===== src/pipe_consts.svh =====
`ifndef PIPE_CONSTS_SVH
`define PIPE_CONSTS_SVH

// Datapath and tag widths
`define PIPE_TAG_W    3
`define PIPE_DATA_W   8

// Wait counters saturate at their all-ones value
`define PIPE_WAIT_W   4
`define PIPE_STAMP_W  16
`define PIPE_NUM_TAGS 8

// Configuration word bit positions
`define PIPE_CFG_SAT_BIT   0
`define PIPE_CFG_TRACE_BIT 1

`endif


===== src/pipe_pkg.sv =====
`default_nettype none

package pipe_pkg;

    // Where an instruction sits, as the tracer sees it
    typedef enum logic [2:0] {
        FETCH,
        DECODE,
        EXECUTE,
        MEMORY,
        WRITEBACK,
        EMPTY
    } stage_t;

    // PASS forwards operand a unchanged
    typedef enum logic [1:0] {
        OP_ADD  = 2'd0,
        OP_SUB  = 2'd1,
        OP_XOR  = 2'd2,
        OP_PASS = 2'd3
    } op_t;

endpackage

`default_nettype wire


===== src/pipe_cfg_regs.sv =====
`timescale 1ns/1ps
`default_nettype none
`include "pipe_consts.svh"

module pipe_cfg_regs (
    input  logic       clk,
    input  logic       rst,
    input  logic       cfg_wr,
    input  logic [1:0] cfg_wdata,
    output logic [1:0] cfg_rdata,
    output logic       sat_en,
    output logic       trace_en
);

    logic [1:0] cfg_q;

    // Single configuration word, written on the strobe edge
    always_ff @(posedge clk) begin
        if (rst) begin
            cfg_q <= 2'b00;
        end else if (cfg_wr) begin
            cfg_q <= cfg_wdata;
        end
    end

    // Readback straight from the register
    assign cfg_rdata = cfg_q;

    // Mode bits for the ALU and the tracer
    assign sat_en   = cfg_q[`PIPE_CFG_SAT_BIT];
    assign trace_en = cfg_q[`PIPE_CFG_TRACE_BIT];

    // A write must carry a known word, or both neighbors go undefined
    a_cfg_wdata_known: assert property (
        @(posedge clk) disable iff (rst)
        cfg_wr |-> !$isunknown(cfg_wdata)
    ) else $error("config write with unknown data %b", cfg_wdata);

endmodule

`default_nettype wire


===== src/pipe_stage_ctrl.sv =====
`timescale 1ns/1ps
`default_nettype none
`include "pipe_consts.svh"

module pipe_stage_ctrl (
    input  logic                    clk,
    input  logic                    rst,
    input  logic                    stall,
    input  logic                    issue,
    input  logic [`PIPE_TAG_W-1:0]  issue_tag,
    input  pipe_pkg::op_t           issue_op,
    input  logic [`PIPE_DATA_W-1:0] issue_a,
    input  logic [`PIPE_DATA_W-1:0] issue_b,
    output logic                    f_valid,
    output logic [`PIPE_TAG_W-1:0]  f_tag,
    output logic                    d_valid,
    output logic [`PIPE_TAG_W-1:0]  d_tag,
    output logic                    w_valid,
    output logic [`PIPE_TAG_W-1:0]  w_tag,
    output logic                    e_valid,
    output pipe_pkg::op_t           e_op,
    output logic [`PIPE_DATA_W-1:0] e_a,
    output logic [`PIPE_DATA_W-1:0] e_b
);

    pipe_pkg::op_t           f_op;
    pipe_pkg::op_t           d_op;
    logic [`PIPE_DATA_W-1:0] f_a;
    logic [`PIPE_DATA_W-1:0] f_b;
    logic [`PIPE_DATA_W-1:0] d_a;
    logic [`PIPE_DATA_W-1:0] d_b;
    logic [`PIPE_TAG_W-1:0]  e_tag;
    logic                    m_valid;
    logic [`PIPE_TAG_W-1:0]  m_tag;

    // Valid bits, F and D freeze on stall while E takes a bubble
    always_ff @(posedge clk) begin
        if (rst) begin
            f_valid <= 1'b0;
            d_valid <= 1'b0;
            e_valid <= 1'b0;
            m_valid <= 1'b0;
            w_valid <= 1'b0;
        end else begin
            if (stall) begin
                e_valid <= 1'b0;
            end else begin
                f_valid <= issue;
                d_valid <= f_valid;
                e_valid <= d_valid;
            end
            m_valid <= e_valid;
            w_valid <= m_valid;
        end
    end

    // Stage payload follows the same hold rule
    always_ff @(posedge clk) begin
        if (!stall) begin
            f_tag <= issue_tag;
            f_op  <= issue_op;
            f_a   <= issue_a;
            f_b   <= issue_b;
            d_tag <= f_tag;
            d_op  <= f_op;
            d_a   <= f_a;
            d_b   <= f_b;
            e_tag <= d_tag;
            e_op  <= d_op;
            e_a   <= d_a;
            e_b   <= d_b;
        end
        m_tag <= e_tag;
        w_tag <= m_tag;
    end

    // Issue only lands when the front of the pipe is moving
    a_no_issue_on_stall: assert property (
        @(posedge clk) disable iff (rst)
        issue |-> !stall
    ) else $error("issue of tag %0d while stalled", issue_tag);

    // A new tag must not match any instruction still in the pipe
    a_issue_tag_unused: assert property (
        @(posedge clk) disable iff (rst)
        issue |-> !((f_valid && f_tag == issue_tag) ||
                    (d_valid && d_tag == issue_tag) ||
                    (e_valid && e_tag == issue_tag) ||
                    (m_valid && m_tag == issue_tag) ||
                    (w_valid && w_tag == issue_tag))
    ) else $error("issue of tag %0d already in flight", issue_tag);

endmodule

`default_nettype wire


===== src/pipe_alu.sv =====
`timescale 1ns/1ps
`default_nettype none
`include "pipe_consts.svh"

module pipe_alu (
    input  logic                    clk,
    input  logic                    rst,
    input  logic                    e_valid,
    input  pipe_pkg::op_t           e_op,
    input  logic [`PIPE_DATA_W-1:0] e_a,
    input  logic [`PIPE_DATA_W-1:0] e_b,
    input  logic                    sat_en,
    output logic [`PIPE_DATA_W-1:0] w_result
);

    logic [`PIPE_DATA_W:0]   sum_ext;
    logic [`PIPE_DATA_W:0]   diff_ext;
    logic [`PIPE_DATA_W-1:0] e_result;
    logic [`PIPE_DATA_W-1:0] m_result;
    logic                    m_valid;

    // Extra top bit is the carry on add and the borrow on sub
    assign sum_ext  = {1'b0, e_a} + {1'b0, e_b};
    assign diff_ext = {1'b0, e_a} - {1'b0, e_b};

    always_comb begin
        case (e_op)
            pipe_pkg::OP_ADD: begin
                e_result = (sat_en && sum_ext[`PIPE_DATA_W]) ?
                           {`PIPE_DATA_W{1'b1}} : sum_ext[`PIPE_DATA_W-1:0];
            end
            pipe_pkg::OP_SUB: begin
                e_result = (sat_en && diff_ext[`PIPE_DATA_W]) ?
                           {`PIPE_DATA_W{1'b0}} : diff_ext[`PIPE_DATA_W-1:0];
            end
            pipe_pkg::OP_XOR: e_result = e_a ^ e_b;
            default:          e_result = e_a;
        endcase
    end

    always_ff @(posedge clk) begin
        if (rst) begin
            m_valid <= 1'b0;
        end else begin
            m_valid <= e_valid;
        end
    end

    // Result rides along through M into W, only real instructions load it
    always_ff @(posedge clk) begin
        if (e_valid) begin
            m_result <= e_result;
        end
        if (m_valid) begin
            w_result <= m_result;
        end
    end

endmodule

`default_nettype wire


===== src/pipe_trace.sv =====
`timescale 1ns/1ps
`default_nettype none
`include "pipe_consts.svh"

module pipe_trace (
    input  logic                     clk,
    input  logic                     rst,
    input  logic                     stall,
    input  logic                     trace_en,
    input  logic                     issue,
    input  logic [`PIPE_TAG_W-1:0]   issue_tag,
    input  logic                     f_valid,
    input  logic [`PIPE_TAG_W-1:0]   f_tag,
    input  logic                     d_valid,
    input  logic [`PIPE_TAG_W-1:0]   d_tag,
    input  logic                     w_valid,
    input  logic [`PIPE_TAG_W-1:0]   w_tag,
    input  logic [`PIPE_DATA_W-1:0]  w_result,
    output logic                     retire,
    output logic [`PIPE_TAG_W-1:0]   retire_tag,
    output logic [`PIPE_DATA_W-1:0]  retire_result,
    output logic [`PIPE_WAIT_W-1:0]  retire_fetch_wait,
    output logic [`PIPE_WAIT_W-1:0]  retire_decode_wait,
    output logic [`PIPE_STAMP_W-1:0] retire_stamp
);

    localparam logic [`PIPE_WAIT_W-1:0] WAIT_MAX = {`PIPE_WAIT_W{1'b1}};

    // Per-tag position, EXECUTE stands for anywhere from E through W
    pipe_pkg::stage_t        tag_state [`PIPE_NUM_TAGS];
    logic [`PIPE_WAIT_W-1:0] fetch_wait [`PIPE_NUM_TAGS];
    logic [`PIPE_WAIT_W-1:0] decode_wait [`PIPE_NUM_TAGS];
    logic [`PIPE_STAMP_W-1:0] stamp;

    always_ff @(posedge clk) begin
        if (rst) begin
            for (int i = 0; i < `PIPE_NUM_TAGS; i++) begin
                tag_state[i] <= pipe_pkg::EMPTY;
            end
        end else begin
            for (int i = 0; i < `PIPE_NUM_TAGS; i++) begin
                if (w_valid && w_tag == i) begin
                    tag_state[i] <= pipe_pkg::EMPTY;
                end
                if (!stall && d_valid && d_tag == i) begin
                    tag_state[i] <= pipe_pkg::EXECUTE;
                end
                if (!stall && f_valid && f_tag == i) begin
                    tag_state[i] <= pipe_pkg::DECODE;
                end
                if (issue && issue_tag == i) begin
                    tag_state[i] <= pipe_pkg::FETCH;
                end
            end
        end
    end

    // Wait counters, cleared on issue and bumped on each stalled edge
    always_ff @(posedge clk) begin
        for (int i = 0; i < `PIPE_NUM_TAGS; i++) begin
            if (issue && issue_tag == i) begin
                fetch_wait[i]  <= '0;
                decode_wait[i] <= '0;
            end else if (stall) begin
                if (f_valid && f_tag == i && fetch_wait[i] != WAIT_MAX) begin
                    fetch_wait[i] <= fetch_wait[i] + 1'b1;
                end
                if (d_valid && d_tag == i && decode_wait[i] != WAIT_MAX) begin
                    decode_wait[i] <= decode_wait[i] + 1'b1;
                end
            end
        end
    end

    // Free-running cycle stamp
    always_ff @(posedge clk) begin
        if (rst) begin
            stamp <= '0;
        end else begin
            stamp <= stamp + 1'b1;
        end
    end

    always_ff @(posedge clk) begin
        if (rst) begin
            retire <= 1'b0;
        end else begin
            retire <= w_valid;
        end
    end

    // Record for the instruction now in W
    always_ff @(posedge clk) begin
        if (w_valid) begin
            retire_tag         <= w_tag;
            retire_result      <= w_result;
            retire_fetch_wait  <= trace_en ? fetch_wait[w_tag] : '0;
            retire_decode_wait <= trace_en ? decode_wait[w_tag] : '0;
            retire_stamp       <= stamp;
        end
    end

    a_issue_tag_free: assert property (
        @(posedge clk) disable iff (rst)
        issue |-> tag_state[issue_tag] == pipe_pkg::EMPTY
    ) else $error("tag %0d issued while still in %s",
                  issue_tag, tag_state[issue_tag].name());

endmodule

`default_nettype wire


===== src/pipe_top.sv =====
`timescale 1ns/1ps
`default_nettype none
`include "pipe_consts.svh"

module pipe_top (
    input  logic                     clk,
    input  logic                     rst,
    input  logic                     issue,
    input  logic [`PIPE_TAG_W-1:0]   issue_tag,
    input  pipe_pkg::op_t            issue_op,
    input  logic [`PIPE_DATA_W-1:0]  issue_a,
    input  logic [`PIPE_DATA_W-1:0]  issue_b,
    input  logic                     stall,
    input  logic                     cfg_wr,
    input  logic [1:0]               cfg_wdata,
    output logic [1:0]               cfg_rdata,
    output logic                     retire,
    output logic [`PIPE_TAG_W-1:0]   retire_tag,
    output logic [`PIPE_DATA_W-1:0]  retire_result,
    output logic [`PIPE_WAIT_W-1:0]  retire_fetch_wait,
    output logic [`PIPE_WAIT_W-1:0]  retire_decode_wait,
    output logic [`PIPE_STAMP_W-1:0] retire_stamp
);

    logic                    sat_en;
    logic                    trace_en;
    logic                    f_valid;
    logic [`PIPE_TAG_W-1:0]  f_tag;
    logic                    d_valid;
    logic [`PIPE_TAG_W-1:0]  d_tag;
    logic                    e_valid;
    pipe_pkg::op_t           e_op;
    logic [`PIPE_DATA_W-1:0] e_a;
    logic [`PIPE_DATA_W-1:0] e_b;
    logic                    w_valid;
    logic [`PIPE_TAG_W-1:0]  w_tag;
    logic [`PIPE_DATA_W-1:0] w_result;

    pipe_cfg_regs u_cfg (
        .clk       (clk),
        .rst       (rst),
        .cfg_wr    (cfg_wr),
        .cfg_wdata (cfg_wdata),
        .cfg_rdata (cfg_rdata),
        .sat_en    (sat_en),
        .trace_en  (trace_en)
    );

    pipe_stage_ctrl u_stages (
        .clk       (clk),
        .rst       (rst),
        .stall     (stall),
        .issue     (issue),
        .issue_tag (issue_tag),
        .issue_op  (issue_op),
        .issue_a   (issue_a),
        .issue_b   (issue_b),
        .f_valid   (f_valid),
        .f_tag     (f_tag),
        .d_valid   (d_valid),
        .d_tag     (d_tag),
        .w_valid   (w_valid),
        .w_tag     (w_tag),
        .e_valid   (e_valid),
        .e_op      (e_op),
        .e_a       (e_a),
        .e_b       (e_b)
    );

    pipe_alu u_alu (
        .clk      (clk),
        .rst      (rst),
        .e_valid  (e_valid),
        .e_op     (e_op),
        .e_a      (e_a),
        .e_b      (e_b),
        .sat_en   (sat_en),
        .w_result (w_result)
    );

    pipe_trace u_trace (
        .clk                (clk),
        .rst                (rst),
        .stall              (stall),
        .trace_en           (trace_en),
        .issue              (issue),
        .issue_tag          (issue_tag),
        .f_valid            (f_valid),
        .f_tag              (f_tag),
        .d_valid            (d_valid),
        .d_tag              (d_tag),
        .w_valid            (w_valid),
        .w_tag              (w_tag),
        .w_result           (w_result),
        .retire             (retire),
        .retire_tag         (retire_tag),
        .retire_result      (retire_result),
        .retire_fetch_wait  (retire_fetch_wait),
        .retire_decode_wait (retire_decode_wait),
        .retire_stamp       (retire_stamp)
    );

endmodule

`default_nettype wire


===== config.mk =====
export PLATFORM = sky130hd
export DESIGN_NAME = pipe_top
export DESIGN_NICKNAME = d
export VERILOG_FILES = /design/src/pipe_pkg.sv /design/src/pipe_cfg_regs.sv /design/src/pipe_stage_ctrl.sv /design/src/pipe_alu.sv /design/src/pipe_trace.sv /design/src/pipe_top.sv
export VERILOG_INCLUDE_DIRS = /design/src
export SDC_FILE = /design/constraint.sdc
export NUM_CORES = 1
export LEC_CHECK = 0
export BUFFER_PORTS_ARGS = -buffer_cell sky130_fd_sc_hd__buf_2
export CELL_PAD_IN_SITES_DETAIL_PLACEMENT = 0
export CELL_PAD_IN_SITES_GLOBAL_PLACEMENT = 1
export CORE_MARGIN = 3
export CORE_UTILIZATION = 40
export DETAILED_ROUTE_END_ITERATION = 10
export PLACE_DENSITY = 0.77
export SLEW_MARGIN = 15
export SYNTH_ARGS = -nofsm -noshare
export SYNTH_HDL_FRONTEND = slang
export SYNTH_HIERARCHICAL = 1
export SYNTH_SLANG_ARGS = --single-unit

===== constraint.sdc =====
create_clock -name clk -period 2.5 [get_ports clk]
set_input_delay 0.25 -clock clk [delete_from_list [all_inputs] [get_ports clk]]
set_output_delay 0.25 -clock clk [all_outputs]
set_load 0.005 [all_outputs]

# == After elaboration in Yosys (flattened, before gate mapping) ==
# Memory sizes are Yosys's and may differ from the RTL's. A register that Yosys moved wholly into a read port is not among the register bits.
# Index checks and enable logic that the tools add are counted.
# word_totals
ff_bits,136
ram_bits,64
inputBits,28
mem_count,2
# op_classes
n_addsub,19
n_eq_ne,39
n_mux,99
n_bitwise,17
reduce_logical,49
# mem_list
name,depth,word_bits,rd,rd_ports_with_merged_regs,wr,line_no,text
u_trace.decode_wait,8,4,9,1,8,pipe_trace.sv:32,logic [`PIPE_WAIT_W-1:0] decode_wait [`PIPE_NUM_TAGS];
u_trace.fetch_wait,8,4,9,1,8,pipe_trace.sv:31,logic [`PIPE_WAIT_W-1:0] fetch_wait [`PIPE_NUM_TAGS];
# ops
cell,n
2-to-1 mux 1 bit,80
"adder 4 x 1 -> 4 bit, second input constant",16
2-to-1 mux 4 bit,16
"!= test 4 bit, second input constant",16
logical AND 1 bit,42
"== test 3 bit, second input constant",12
case mux 8 bit (3 select lines),1
"== test 3 x 2 -> 1 bit, second input constant",6
"adder 16 x 1 -> 16 bit, second input constant",1
2-to-1 mux 8 bit,2
bitwise OR 1 bit,16
adder 8 x 8 -> 9 bit,1
"== test 3 x 1 -> 1 bit, second input constant",3
logical NOT 3 bit,3
subtractor 8 x 8 -> 9 bit,1
XOR 8 bit,1
"== test 2 x 1 -> 1 bit, second input constant",1
"== test 2 bit, second input constant",1
logical NOT 1 bit,2
logical NOT 2 bit,1
OR reduction 2 bit,1

# == Depth between registers and ports, before layout ==
# Gate-level depths: netlist (run 1).
# logic_depth
depth_word,8
depth_mapped,11
mapped_depth_nobuf,10

# == Cells and area by module ==
# The synthesis (run 1) kept the hierarchy.
# modules_own_cells
module,n_inst,cells_per_inst,area_each_um2,seq_area_each_um2
pipe_trace,1,444,5546.6,3313.2
pipe_stage_ctrl,1,82,2163.3,2112.0
pipe_alu,1,157,1517.7,500.5
pipe_cfg_regs,1,8,82.6,40.0

# == Worst setup path after synthesis (run 1) ==
# No wires, ideal clock.
# synth_timing
path_kind,register to register
from,register u_stages.e_a[0]
to,"register u_alu.m_result[3], data pin"
arrival_time_ns,2.265
required_ns,2.239
slack_ns,-0.026
stages_incl_launch_ff,12
path_buffers,1
synth_period_minus_slack_ns,2.526
path_cell_list,edfxtp_1 -> inv_1 -> ha_1 -> inv_1 -> fa_1 -> nand3_1 -> a211oi_1 -> or3_1 -> buf_6 -> a221oi_2 -> nor2_1 -> o32a_1
# synth_between
elab_chain_len,4
# synth_lines
element,line_no,text
"start, declared",pipe_stage_ctrl.sv:22,"output logic [`PIPE_DATA_W-1:0] e_a,"
"start signal, assigned",pipe_stage_ctrl.sv:70,e_a <= d_a;
subtractor 8 x 8 -> 9 bit / adder 8 x 8 -> 9 bit (equally long branches),"pipe_alu.sv:24, pipe_alu.sv:23",
logical AND 1 bit (on tied branches),"pipe_alu.sv:33, pipe_alu.sv:29",
2-to-1 mux 8 bit (on tied branches),"pipe_alu.sv:33, pipe_alu.sv:29",
case mux 8 bit (3 select lines) (*),pipe_alu.sv:27,case (e_op)
via u_alu.e_result[3],pipe_alu.sv:18,logic [`PIPE_DATA_W-1:0] e_result;
"end signal, assigned",pipe_alu.sv:52,m_result <= e_result;
"end, declared",pipe_alu.sv:19,logic [`PIPE_DATA_W-1:0] m_result;
# Mark *: on every way through the listed nets, which the timed path passes. The rest lies on a longest branch.
# A chain may end at the register's enable or synchronous reset.

# == Worst setup path after layout (run 1) ==
# Ends and elaborated chain as after synthesis.

==> results of run 1 <==
[what timing repair did]
item / in CTS / in global routing
hold endpoints to repair: 19 / 0
endpoints found under the setup margin: 5 / 6
pin swaps: 7 / 11
hold buffers: 19 / 0
buffers inserted: 1 / 2
gates resized for setup: 8 / 3
[area by class of cell]
cell class                 count  area [um2]  area share
clock buffer                  35       703.2     0.06295
inverter                      35       131.4     0.01176
multi-input combinational    429        3127      0.2799
clock inverter                 9       105.1    0.009410
timing repair buffer         113       745.7     0.06676
tap                          313       391.6     0.03506
sequential                   209        5966      0.5341
[cell usage in the layout (no fill, tap or decap), types with 2 or more instances in the layout]
cell	instances
inv_2	3
xor2_1	19
a221oi_2	4
nand2_1	26
nor2_1	102
fa_2	2
a31o_2	3
o22a_1	5
dfxtp_1	31
and3b_1	2
edfxtp_1	178
o21a_1	3
mux2i_1	14
clkbuf_16	25
mux4_2	13
nor4_2	2
nand2b_1	20
clkbuf_8	4
clkinv_2	2
o21ai_0	4
ha_1	32
inv_1	32
bufinv_16	2
o32a_1	3
buf_4	28
nand3_1	56
a21oi_1	12
o31a_1	3
and3_1	4
buf_2	65
xnor2_1	25
nor3_1	12
clkbuf_1	6
dlygate4sd3_1	19
nand4_1	8
clkinv_1	3
nor2b_1	24
mux4_1	3
[logic make-up after synthesis]
| group | Yosys count |
|---|---|
| muxes | 30 |
| and+or+nand+nor | 265 |
| buffers and inverters | 53 |
| adders and majority gates | 35 |
| AOI/OAI and AO/OA | 55 |
| DFF | 209 |
| xor gates and xnor gates | 44 |
[layer usage]
metal / vias to the layer above / wire, um / part of all wire
li1: 2773 / - / -
met1: 2591 / 8287 / 0.49
met2: 119 / 7408 / 0.44
met3: 24 / 785 / 0.047
met4: 0 / 304 / 0.018
met5: - / 0 / 0
[path summary, 6_finish.rpt]
path | from | end | slack, ns | cells past startpoint
worst max-delay path | u_stages/e_a[0] | u_alu/m_result[3] | 0.02 | 10
worst min-delay path | issue_tag[0] | u_stages/f_tag[0] | 0.03 | 1
worst max register to register | u_stages/e_a[0] | u_alu/m_result[3] | 0.02 | 10
worst min register to register | u_stages/m_tag[2] | u_stages/w_tag[2] | 0.32 | 0
[critical path, stage by stage (launching register included)]
cell,delay (ns)
edfxtp_1,0.41
inv_2,0.10
ha_4,0.14
inv_2,0.04
fa_2,0.35
nand3_2,0.09
a211oi_2,0.08
or3_4,0.42
a221oi_2,0.25
nor2_1,0.06
o32a_1,0.29
[metrics by stage]
| step | area [um2] | total power, W | setup WS, ns | cells | util |
|---|---|---|---|---|---|
| 3_3_place_gp | 10110 | 0.004536 | -0.08038 | 1077 | 0.4438 |
| 2_1_floorplan | 9313 | 0.004379 | 0.02794 | 691 | - |
| 6_report | 11170 | 0.007968 | 0.02236 | 1143 | 0.4904 |
| 3_5_place_dp | 10110 | 0.004545 | -0.1594 | 1077 | 0.4438 |
| 4_1_cts | 11150 | 0.008070 | 0.001003 | 1141 | 0.4893 |
| 5_1_grt | 11170 | 0.008303 | -0.09482 | 1143 | 0.4904 |
[sequential cells by signal, summed over array words and instances (netlist names), 16 cells and up]
signal / cells
u_trace/stamp: 16
u_trace/retire_stamp: 16
u_trace/decode_wait: 32
u_trace/fetch_wait: 32
[power by group through the flow]
stage	Sequential, W	Combinational [W]	Clock, W
floorplan	0.00401	0.000367	0
global placement	0.00403	0.000505	0
detailed placement	0.00404	0.000507	0
CTS	0.00397	0.000542	0.00356
global route	0.00398	0.000608	0.00372
finish	0.00396	0.000551	0.00345
==> impl_metrics.yaml, run 1 <==
synth:
  async_flop_share: 0
  synth_ff_type: "edfxtp_1"
  synth_edf_count: 178
  synth-compound-area-share: 0.04825
  synth_seq_cells: 209
  ys_top_cells_by_area: "edfxtp_1 57%, dfxtp_1 6.7%, ha_1 4.4%"
  syn-num-nets: 754
  yosysWarnings: 6
  synth-simple-area-share: 0.1382
  synth_mux_area_frac: 0.05497
  netlist_area_mm2: 0.009310
  ys_top_cells_by_count: "178 x edfxtp_1, 102 x nor2_1, 57 x nand3_1, 35 x inv_1, 33 x ha_1"
  yosysMostFrequentCell: "edfxtp_1"
  synth_xor_area_frac: 0.04139
  synth_cell_types: 55
  synth_fa_ha_area_frac: 0.04865
  syn_inst: 691
  yosysTopAreaCellShare: 0.5741
  ys_seq_area_frac: 0.6408
  avgSynthCellArea_um2: 13.47
  synth_top_family_by_area: "simple AND/OR/NAND/NOR gates"
  yosysTopAreaCell: "edfxtp_1"
timing:
  min_period_ns: 2.478
  max_clock_freq_mhz: 403.6
  clock_skew_ns: 0.01061
  finalSetupViolCount: 0
  hold_violations: 0
  final.setup.tns_ns: 0
  drv_slew: 0
  fin_crit_sh: 0.9911
  hold_ws_ns: 0.02723
  max_slew_margin: 0.6267
  rsz0062_at_grt: "true"
  max_slew.worst_pin.slew_ns: 0.5592
critical_path:
  endpoint_kind: "flop"
  worst_ep_arrival_time_ns: 2.73
  path_class: "reg2reg"
  crit_required_ns: 2.75
  cp-start-kind: "flop"
  cp_max_fo: 6
hold_path:
  hp-class: "in2reg"
run_status:
  status: "finished clean"
global_route:
  grtUsageTotal: 0.1336
  antenna_found_initial: 0
  use_met1: 0.1958
  first_global_vias: 5297
  grt_max_degree: 64
  use_met2: 0.2083
  top_usage_layer: "met2"
  grt_pass1_wl_um: 26990
  groute.layer.met3.usage: 0.02283
  overflow: 0
clocking:
  cts_buffers: 24
  cts_tree: "yes"
  clk_pin_slew_ns: 0.06
  clk_latency_ns: 0.50
  htree_levels: 1
  cts_sinks: 209
  cts_root_buffer: "clkbuf_16"
  cts.path.max_buffers: 3
detailed_routing:
  wirelength_um: 16790
  drtIter0Drc: 281
  vias_per_cell: 4.818
  remaining_drc_errors: 0
  wire_per_inst_um: 14.69
  vias: 5507
  antenna_left: 0
  drtPass1Iterations: 5
die:
  num_io_pins: 66
  core-area_mm2: 0.02278
  die_h_um: 158.6
  rows: 55
  start_util: 0.4087
  die-width_um: 158.6
  die_area_mm2: 0.02514
placement:
  gp_congestion: 0.8566
  place_hpwl_um: 11990
  io_buffer_count: 65
cells_and_area:
  drive_gt1_frac: 0.2012
  num_antenna_cells: 0
  area_delta_synth_final_pct: 19.97
  nFillCells: 1999
  nNetsFinal: 875
power:
  cellPowerDensity_mw_per_mm2: 713.4
  swShare: 0.2074
  p_seq_frac: 0.498
  pwr-share-clk: 0.433
  ir_drop_uv: 491.1
  power.leakage_nw: 4.200
  p_comb_frac: 0.069
  power_switching_w: 0.001653
  p_int_w: 0.006315
run:
  cap_violations: 0
Note: power is estimated with default switching activity, not from simulation.
==> inputs of run 2 (changes only) <==
CELL_PAD_IN_SITES_DETAIL_PLACEMENT = not set   (was 0)
CELL_PAD_IN_SITES_GLOBAL_PLACEMENT = not set   (was 1)
PLACE_DENSITY = 0.68   (was 0.77)
==> impl_metrics.yaml, run 2 (synthesis gave the netlist of run 1 again) <==
global_route:
  grt_max_degree: 43
  first_global_vias: 5518
  grt_pass1_wl_um: 27260
  antenna_found_initial: 0
  grtUsageTotal: 0.1339
  overflow: 0
die:
  start_util: 0.4087
  rows: 55
  core-area_mm2: 0.02278
  die-width_um: 158.6
  die_h_um: 158.6
  die_area_mm2: 0.02514
  num_io_pins: 66
timing:
  fin_crit_sh: 0.9945
  clock_skew_ns: 0.01158
  finalSetupViolCount: 0
  setup_ws_ns: 0.01371
  hold_violations: 0
  min_period_ns: 2.486
  drv_slew: 0
  max_clock_freq_mhz: 402.2
  rsz0062_at_grt: "true"
  max_slew_margin: 0.6036
  max_slew.worst_pin.slew_ns: 0.5938
detailed_routing:
  vias_per_cell: 4.905
  wire_per_inst_um: 14.48
  drtPass1Iterations: 5
  wirelength_um: 16600
  vias: 5621
  antenna_left: 0
  drtIter0Drc: 334
  remaining_drc_errors: 0
clocking:
  clk_pin_slew_ns: 0.06
  clk_latency_ns: 0.52
  cts_root_buffer: "clkbuf_16"
  cts_tree: "yes"
  htree_levels: 1
  cts_sinks: 209
  cts.path.max_buffers: 3
  cts_buffers: 23
critical_path:
  crit_end: "u_alu/m_result[4]"
  endpoint_kind: "flop"
  cp_max_fo: 6
  crit_cells: 10
  critPathTopFamily: "compound AO/OA/AOI/OAI gates"
  ff2ff_setup_slack_ns: 0.01
  critPathBufInv: 2
  crit_required_ns: 2.76
  worst_ep_arrival_time_ns: 2.75
  cp-start-kind: "flop"
  ff2ff_path_depth: 10
  cpPeakStageDelay_ns: 0.43
  r2r-end: "u_alu/m_result[4]"
  startpoint: "u_stages/e_a[0]"
  path_cells: "inv_2 -> ha_4 -> inv_2 -> fa_2 -> nand3_2 -> a211oi_2 -> or3_4 -> a221oi_2 -> nor2_1 -> o32a_1"
  cp_common_cell: "inv_2"
  crit_slowest_cell: "or3_4"
  path_class: "reg2reg"
  worstReg2RegStart: "u_stages/e_a[0]"
power:
  cellPowerDensity_mw_per_mm2: 718.0
  ir_drop_uv: 524.1
  pwr-share-clk: 0.440
  power_w: 0.008102
  power_switching_w: 0.001766
  p_comb_frac: 0.070
  swShare: 0.2179
  p_seq_frac: 0.490
  p_int_w: 0.006336
  power.leakage_nw: 4.229
run:
  cap_violations: 0
cells_and_area:
  nNetsFinal: 879
  design_area_mm2: 0.01128
  num_antenna_cells: 0
  fin_cells: 1146
  area_delta_synth_final_pct: 21.21
  top_regs: "u_trace/decode_wait (32), u_trace/fetch_wait (32)"
  drive_gt1_frac: 0.2161
  layout_commonest_cell: "edfxtp_1"
  most-common-layout-cells: "178 x edfxtp_1, 102 x nor2_1, 65 x buf_2, 56 x nand3_1, 32 x inv_1"
placement:
  io_buffer_count: 65
  place_hpwl_um: 11660
  dp_slack_ns: -0.1292
  placedCellCount: 1077
  gp_congestion: 0.8714
  place_area_mm2: 0.01011
hold_path:
  holdPathStages: 3
  hp-class: "in2reg"
run_status:
  status: "finished clean"
## run 2: changes by cell type in the layout (fill, tap and decap cells not counted), moves of 3 or more
| cell | change |
|---|---|
| clkbuf_8 | -4 |
| ha_1 | -3 |
| clkinv_1 | -3 |
| dlygate4sd3_1 | +3 |
| clkbuf_1 | -3 |
## run 2: repair_timing
action | CTS | global route
pin swaps | 4 | 18
hold buffers | 22 | 0
setup endpoints to repair | 4 | 7
setup buffers | 0 | 5
gates resized for setup | 4 | 15
endpoints found under the hold margin | 22 | 0
## run 2: how the worst min path moves through the flow
| stage | start | end | slack (ns) |
|---|---|---|---|
| 2_1_floorplan | u_stages/m_tag[0] | u_stages/w_tag[0] | 0.31 |
| 3_3_place_gp | u_stages/m_tag[1] | u_stages/w_tag[1] | 0.31 |
| 3_5_place_dp | u_stages/m_tag[1] | u_stages/w_tag[1] | 0.32 |
| 4_1_cts | cfg_wdata[0] | u_cfg/cfg_rdata[0] | 0.004 |
| 5_1_grt | cfg_wdata[0] | u_cfg/cfg_rdata[0] | 0.02 |
| 6_report | cfg_wdata[0] | u_cfg/cfg_rdata[0] | 0.03 |
## run 2: cell type report
class	count	area, um2
Multi-Input combinational cell	429	3186
Clock inverter	14	182.7
Timing Repair Buffer	118	790.8
Inverter	35	131.4
Fill cell	1945	11490
Tap cell	313	391.6
Clock buffer	28	636.9
Sequential cell	209	5966
## run 2: per-stage QoR
step | hold slack [ns] | TNS (ns) | utilization
2_1_floorplan | 0.3096 | 0 | -
3_3_place_gp | 0.3108 | -0.1367 | 0.4438
3_5_place_dp | 0.3154 | -0.2907 | 0.4438
4_1_cts | 0.004102 | 0 | 0.4901
5_1_grt | 0.02401 | -0.1603 | 0.4954
6_report | 0.03150 | 0 | 0.4954
## run 2: layer usage
metal  wire [um]  up-vias  track usage
met5           0        -            0
met4         558        0      0.04752
met3         832       33      0.02365
met2        7637      160       0.2184
met1        7567     2644       0.1812
li1            -     2784            -
## run 2: worst register-to-register path, delay by kind of cell (launching register included)
family,cells,cell delay [ns]
AO/OA/AOI/OAI,3,0.61
AND/OR/NAND/NOR,3,0.60
buffers and inverters,2,0.13
adder cells (fa/ha/maj),2,0.49
flip-flops,1,0.41
## run 2: power groups by stage
stage	registers (W)	clock network [W]	logic, W
4_1_cts	0.00397	0.00368	0.000530
6_report	0.00397	0.00356	0.000570
2_1_floorplan	0.00401	0	0.000367
3_5_place_dp	0.00405	0	0.000497
5_1_grt	0.00399	0.00381	0.000626
3_3_place_gp	0.00404	0	0.000492
==> inputs of run 3 (changes only) <==
ABC_AREA = 1   (was not set)
CAP_MARGIN = 20   (was not set)
PLACE_DENSITY = 0.66   (was 0.68)
clock period = 2.75 ns   (was 2.5 ns; I/O delays follow)
==> impl_metrics.yaml, run 3 <==
run_status:
  status: "finished clean"
clocking:
  cts_tree: "yes"
  cts_buffers: 23
  cts_sinks: 209
  cts_resized: 0
  cts_root_buffer: "clkbuf_16"
  post_cts.repair.setup_buffers: 0
  clk_latency_ns: 0.51
  clk_pin_slew_ns: 0.06
  htree_levels: 1
  cts.path.max_buffers: 3
detailed_routing:
  wirelength_um: 18620
  vias: 6651
  remaining_drc_errors: 0
  drtPass1Iterations: 5
  wire_per_inst_um: 13.19
  drtIter0Drc: 557
  antenna_left: 0
  vias_per_cell: 4.710
critical_path:
  r2r-end: "u_alu/m_result[6]"
  cp-start-kind: "flop"
  cp_max_fo: 5
  ff2ff_setup_slack_ns: 0.75
  worst_ep_arrival_time_ns: 2.24
  worstReg2RegStart: "u_stages/e_a[0]"
  ff2ff_path_depth: 12
  path_class: "reg2reg"
  crit_required_ns: 2.99
  endpoint_kind: "flop"
placement:
  place_hpwl_um: 13480
  gp_congestion: 0.8872
  dp_slack_ns: 0.7590
  io_buffer_count: 65
die:
  start_util: 0.4140
  core-area_mm2: 0.02389
  die_h_um: 163.3
  die-width_um: 163.3
  die_area_mm2: 0.02665
  num_io_pins: 66
  rows: 56
timing:
  hold_violations: 0
  clock_skew_ns: 0.02584
  final.setup.tns_ns: 0
  min_period_ns: 2.004
  hold_ws_ns: 0.04229
  max_slew.worst_pin.slew_ns: 0.7360
  rsz0062_at_grt: "false"
  fin_crit_sh: 0.7287
  finalSetupViolCount: 0
  drv_slew: 0
  max_clock_freq_mhz: 499.0
  max_slew_margin: 0.5087
  setup_ws_ns: 0.7461
hold_path:
  hp-class: "in2reg"
  holdPathStages: 2
  holdPathEnd: "u_stages/e_valid"
  hp-start: "stall"
global_route:
  first_global_vias: 6280
  antenna_found_initial: 0
  grtUsageTotal: 0.1417
  grt_pass1_wl_um: 30760
  grt_max_degree: 43
  overflow: 0
synth:
  yosysTopAreaCell: "edfxtp_1"
  syn-num-nets: 1046
  yosysWarnings: 6
  avgSynthCellArea_um2: 10.06
  synth_seq_cells: 209
  async_flop_share: 0
  synth_cell_types: 39
  synth_edf_count: 178
  yosysTopAreaCellShare: 0.5403
  ys_seq_area_frac: 0.6031
  ys_top_cells_by_area: "edfxtp_1 54%, nor2_1 7.4%, nand2_1 6.4%"
  syn_inst: 983
  synth_ff_type: "edfxtp_1"
  netlist_area_mm2: 0.009892
  ys_top_cells_by_count: "195 x nor2_1, 178 x edfxtp_1, 169 x nand2_1, 111 x inv_1, 94 x nand3_1"
  yosysMostFrequentCell: "nor2_1"
power:
  ir_drop_uv: 323.3
  cellPowerDensity_mw_per_mm2: 609.4
  power.leakage_nw: 4.705
cells_and_area:
  layout_commonest_cell: "nor2_1"
  nFillCells: 2179
  num_antenna_cells: 0
  multi_input_area_mm2: 0.003307
  most-common-layout-cells: "195 x nor2_1, 178 x edfxtp_1, 169 x nand2_1, 110 x inv_1, 94 x nand3_1"
  area_delta_synth_final_pct: 14.99
  nNetsFinal: 1140
  top_regs: "u_trace/decode_wait (32), u_trace/fetch_wait (32)"
  regArea_mm2: 0.005966
  drive_gt1_frac: 0.1363
run:
  cap_violations: 0
==> run 3: changes by cell type in the layout (fill, tap and decap cells not counted), sizes merged, moves of 16 or more <==
cell    before  now
nand2b      20    0
nand2       27  187
mux4        16    0
inv         39  120
nand3       57   95
nor2b       24    0
o21ai        5   23
buf         96   70
nor2       102  206
==> run 3: per-layer routing <==
metal / track usage / wire length, um
met2: 0.2285 / 8222
met1: 0.1959 / 8790
met3: 0.02181 / 1061
met4: 0.04960 / 547
met5: 0 / 0
==> run 3: kinds of logic after synthesis <==
| family | count (synthesis) | synth area share |
|---|---|---|
| and+or+nand+nor | 521 | 0.2313 |
| DFF | 209 | 0.6031 |
| buffers and inverters | 140 | 0.06261 |
| AOI/OAI and AO/OA | 42 | 0.02530 |
| xor gates and xnor gates | 36 | 0.03187 |
| adders and majority gates | 35 | 0.04579 |
==> run 3: power by group <==
group / leakage (nW) / switching (W) / internal (W)
sequential: 1.94 / 0.0000778 / 0.00355
clock: 0.329 / 0.00119 / 0.00157
combinational: 2.44 / 0.000339 / 0.000198
==> run 3: worst max path at each step <==
stage	startpoint	end	slack [ns]	depth (start not counted)
4_1_cts	u_stages/e_a[0]	u_alu/m_result[6]	0.75	12
6_report	u_stages/e_a[0]	u_alu/m_result[6]	0.75	12
5_1_grt	u_stages/e_a[0]	u_alu/m_result[6]	0.60	12
3_5_place_dp	u_stages/e_a[0]	u_alu/m_result[6]	0.76	12
2_1_floorplan	stall	u_stages/d_a[0]	0.83	1
3_3_place_gp	u_stages/e_a[0]	u_alu/m_result[7]	0.82	10
==> run 3: worst max-delay path, cell delays in order (launching register included) <==
cell      delay [ns]
edfxtp_1        0.41
inv_1           0.08
ha_1            0.15
inv_1           0.06
fa_1            0.44
nand2_2         0.10
nand2_2         0.07
nand2_2         0.09
nand2_4         0.08
nand2_2         0.08
nor2_1          0.05
nor2_1          0.07
nand3_1         0.07
==> run 3: what timing repair did <==
action,CTS,global route
setup endpoints to repair,0,0
hold endpoints to repair,21,0
hold buffers,21,0
==> run 3: cell type report <==
type / count / share of cell area
Timing Repair Buffer: 91 / 0.05038
Clock inverter: 12 / 0.006710
Tap cell: 319 / 0.03509
Clock buffer: 29 / 0.05346
Sequential cell: 209 / 0.5245
Inverter: 118 / 0.03916
Multi-Input combinational cell: 634 / 0.2907
==> run 3: through the flow <==
stage | cell area, um2 | total power, W | util | std cells
final | 11370 | 0.006931 | 0.4761 | 1412
after global routing | 11370 | 0.007239 | 0.4761 | 1412
after CTS | 11370 | 0.007026 | 0.4761 | 1412
after detailed placement | 10480 | 0.004203 | 0.4386 | 1350
after global placement | 10480 | 0.004198 | 0.4386 | 1350
after floorplan | 9892 | 0.004080 | - | 983
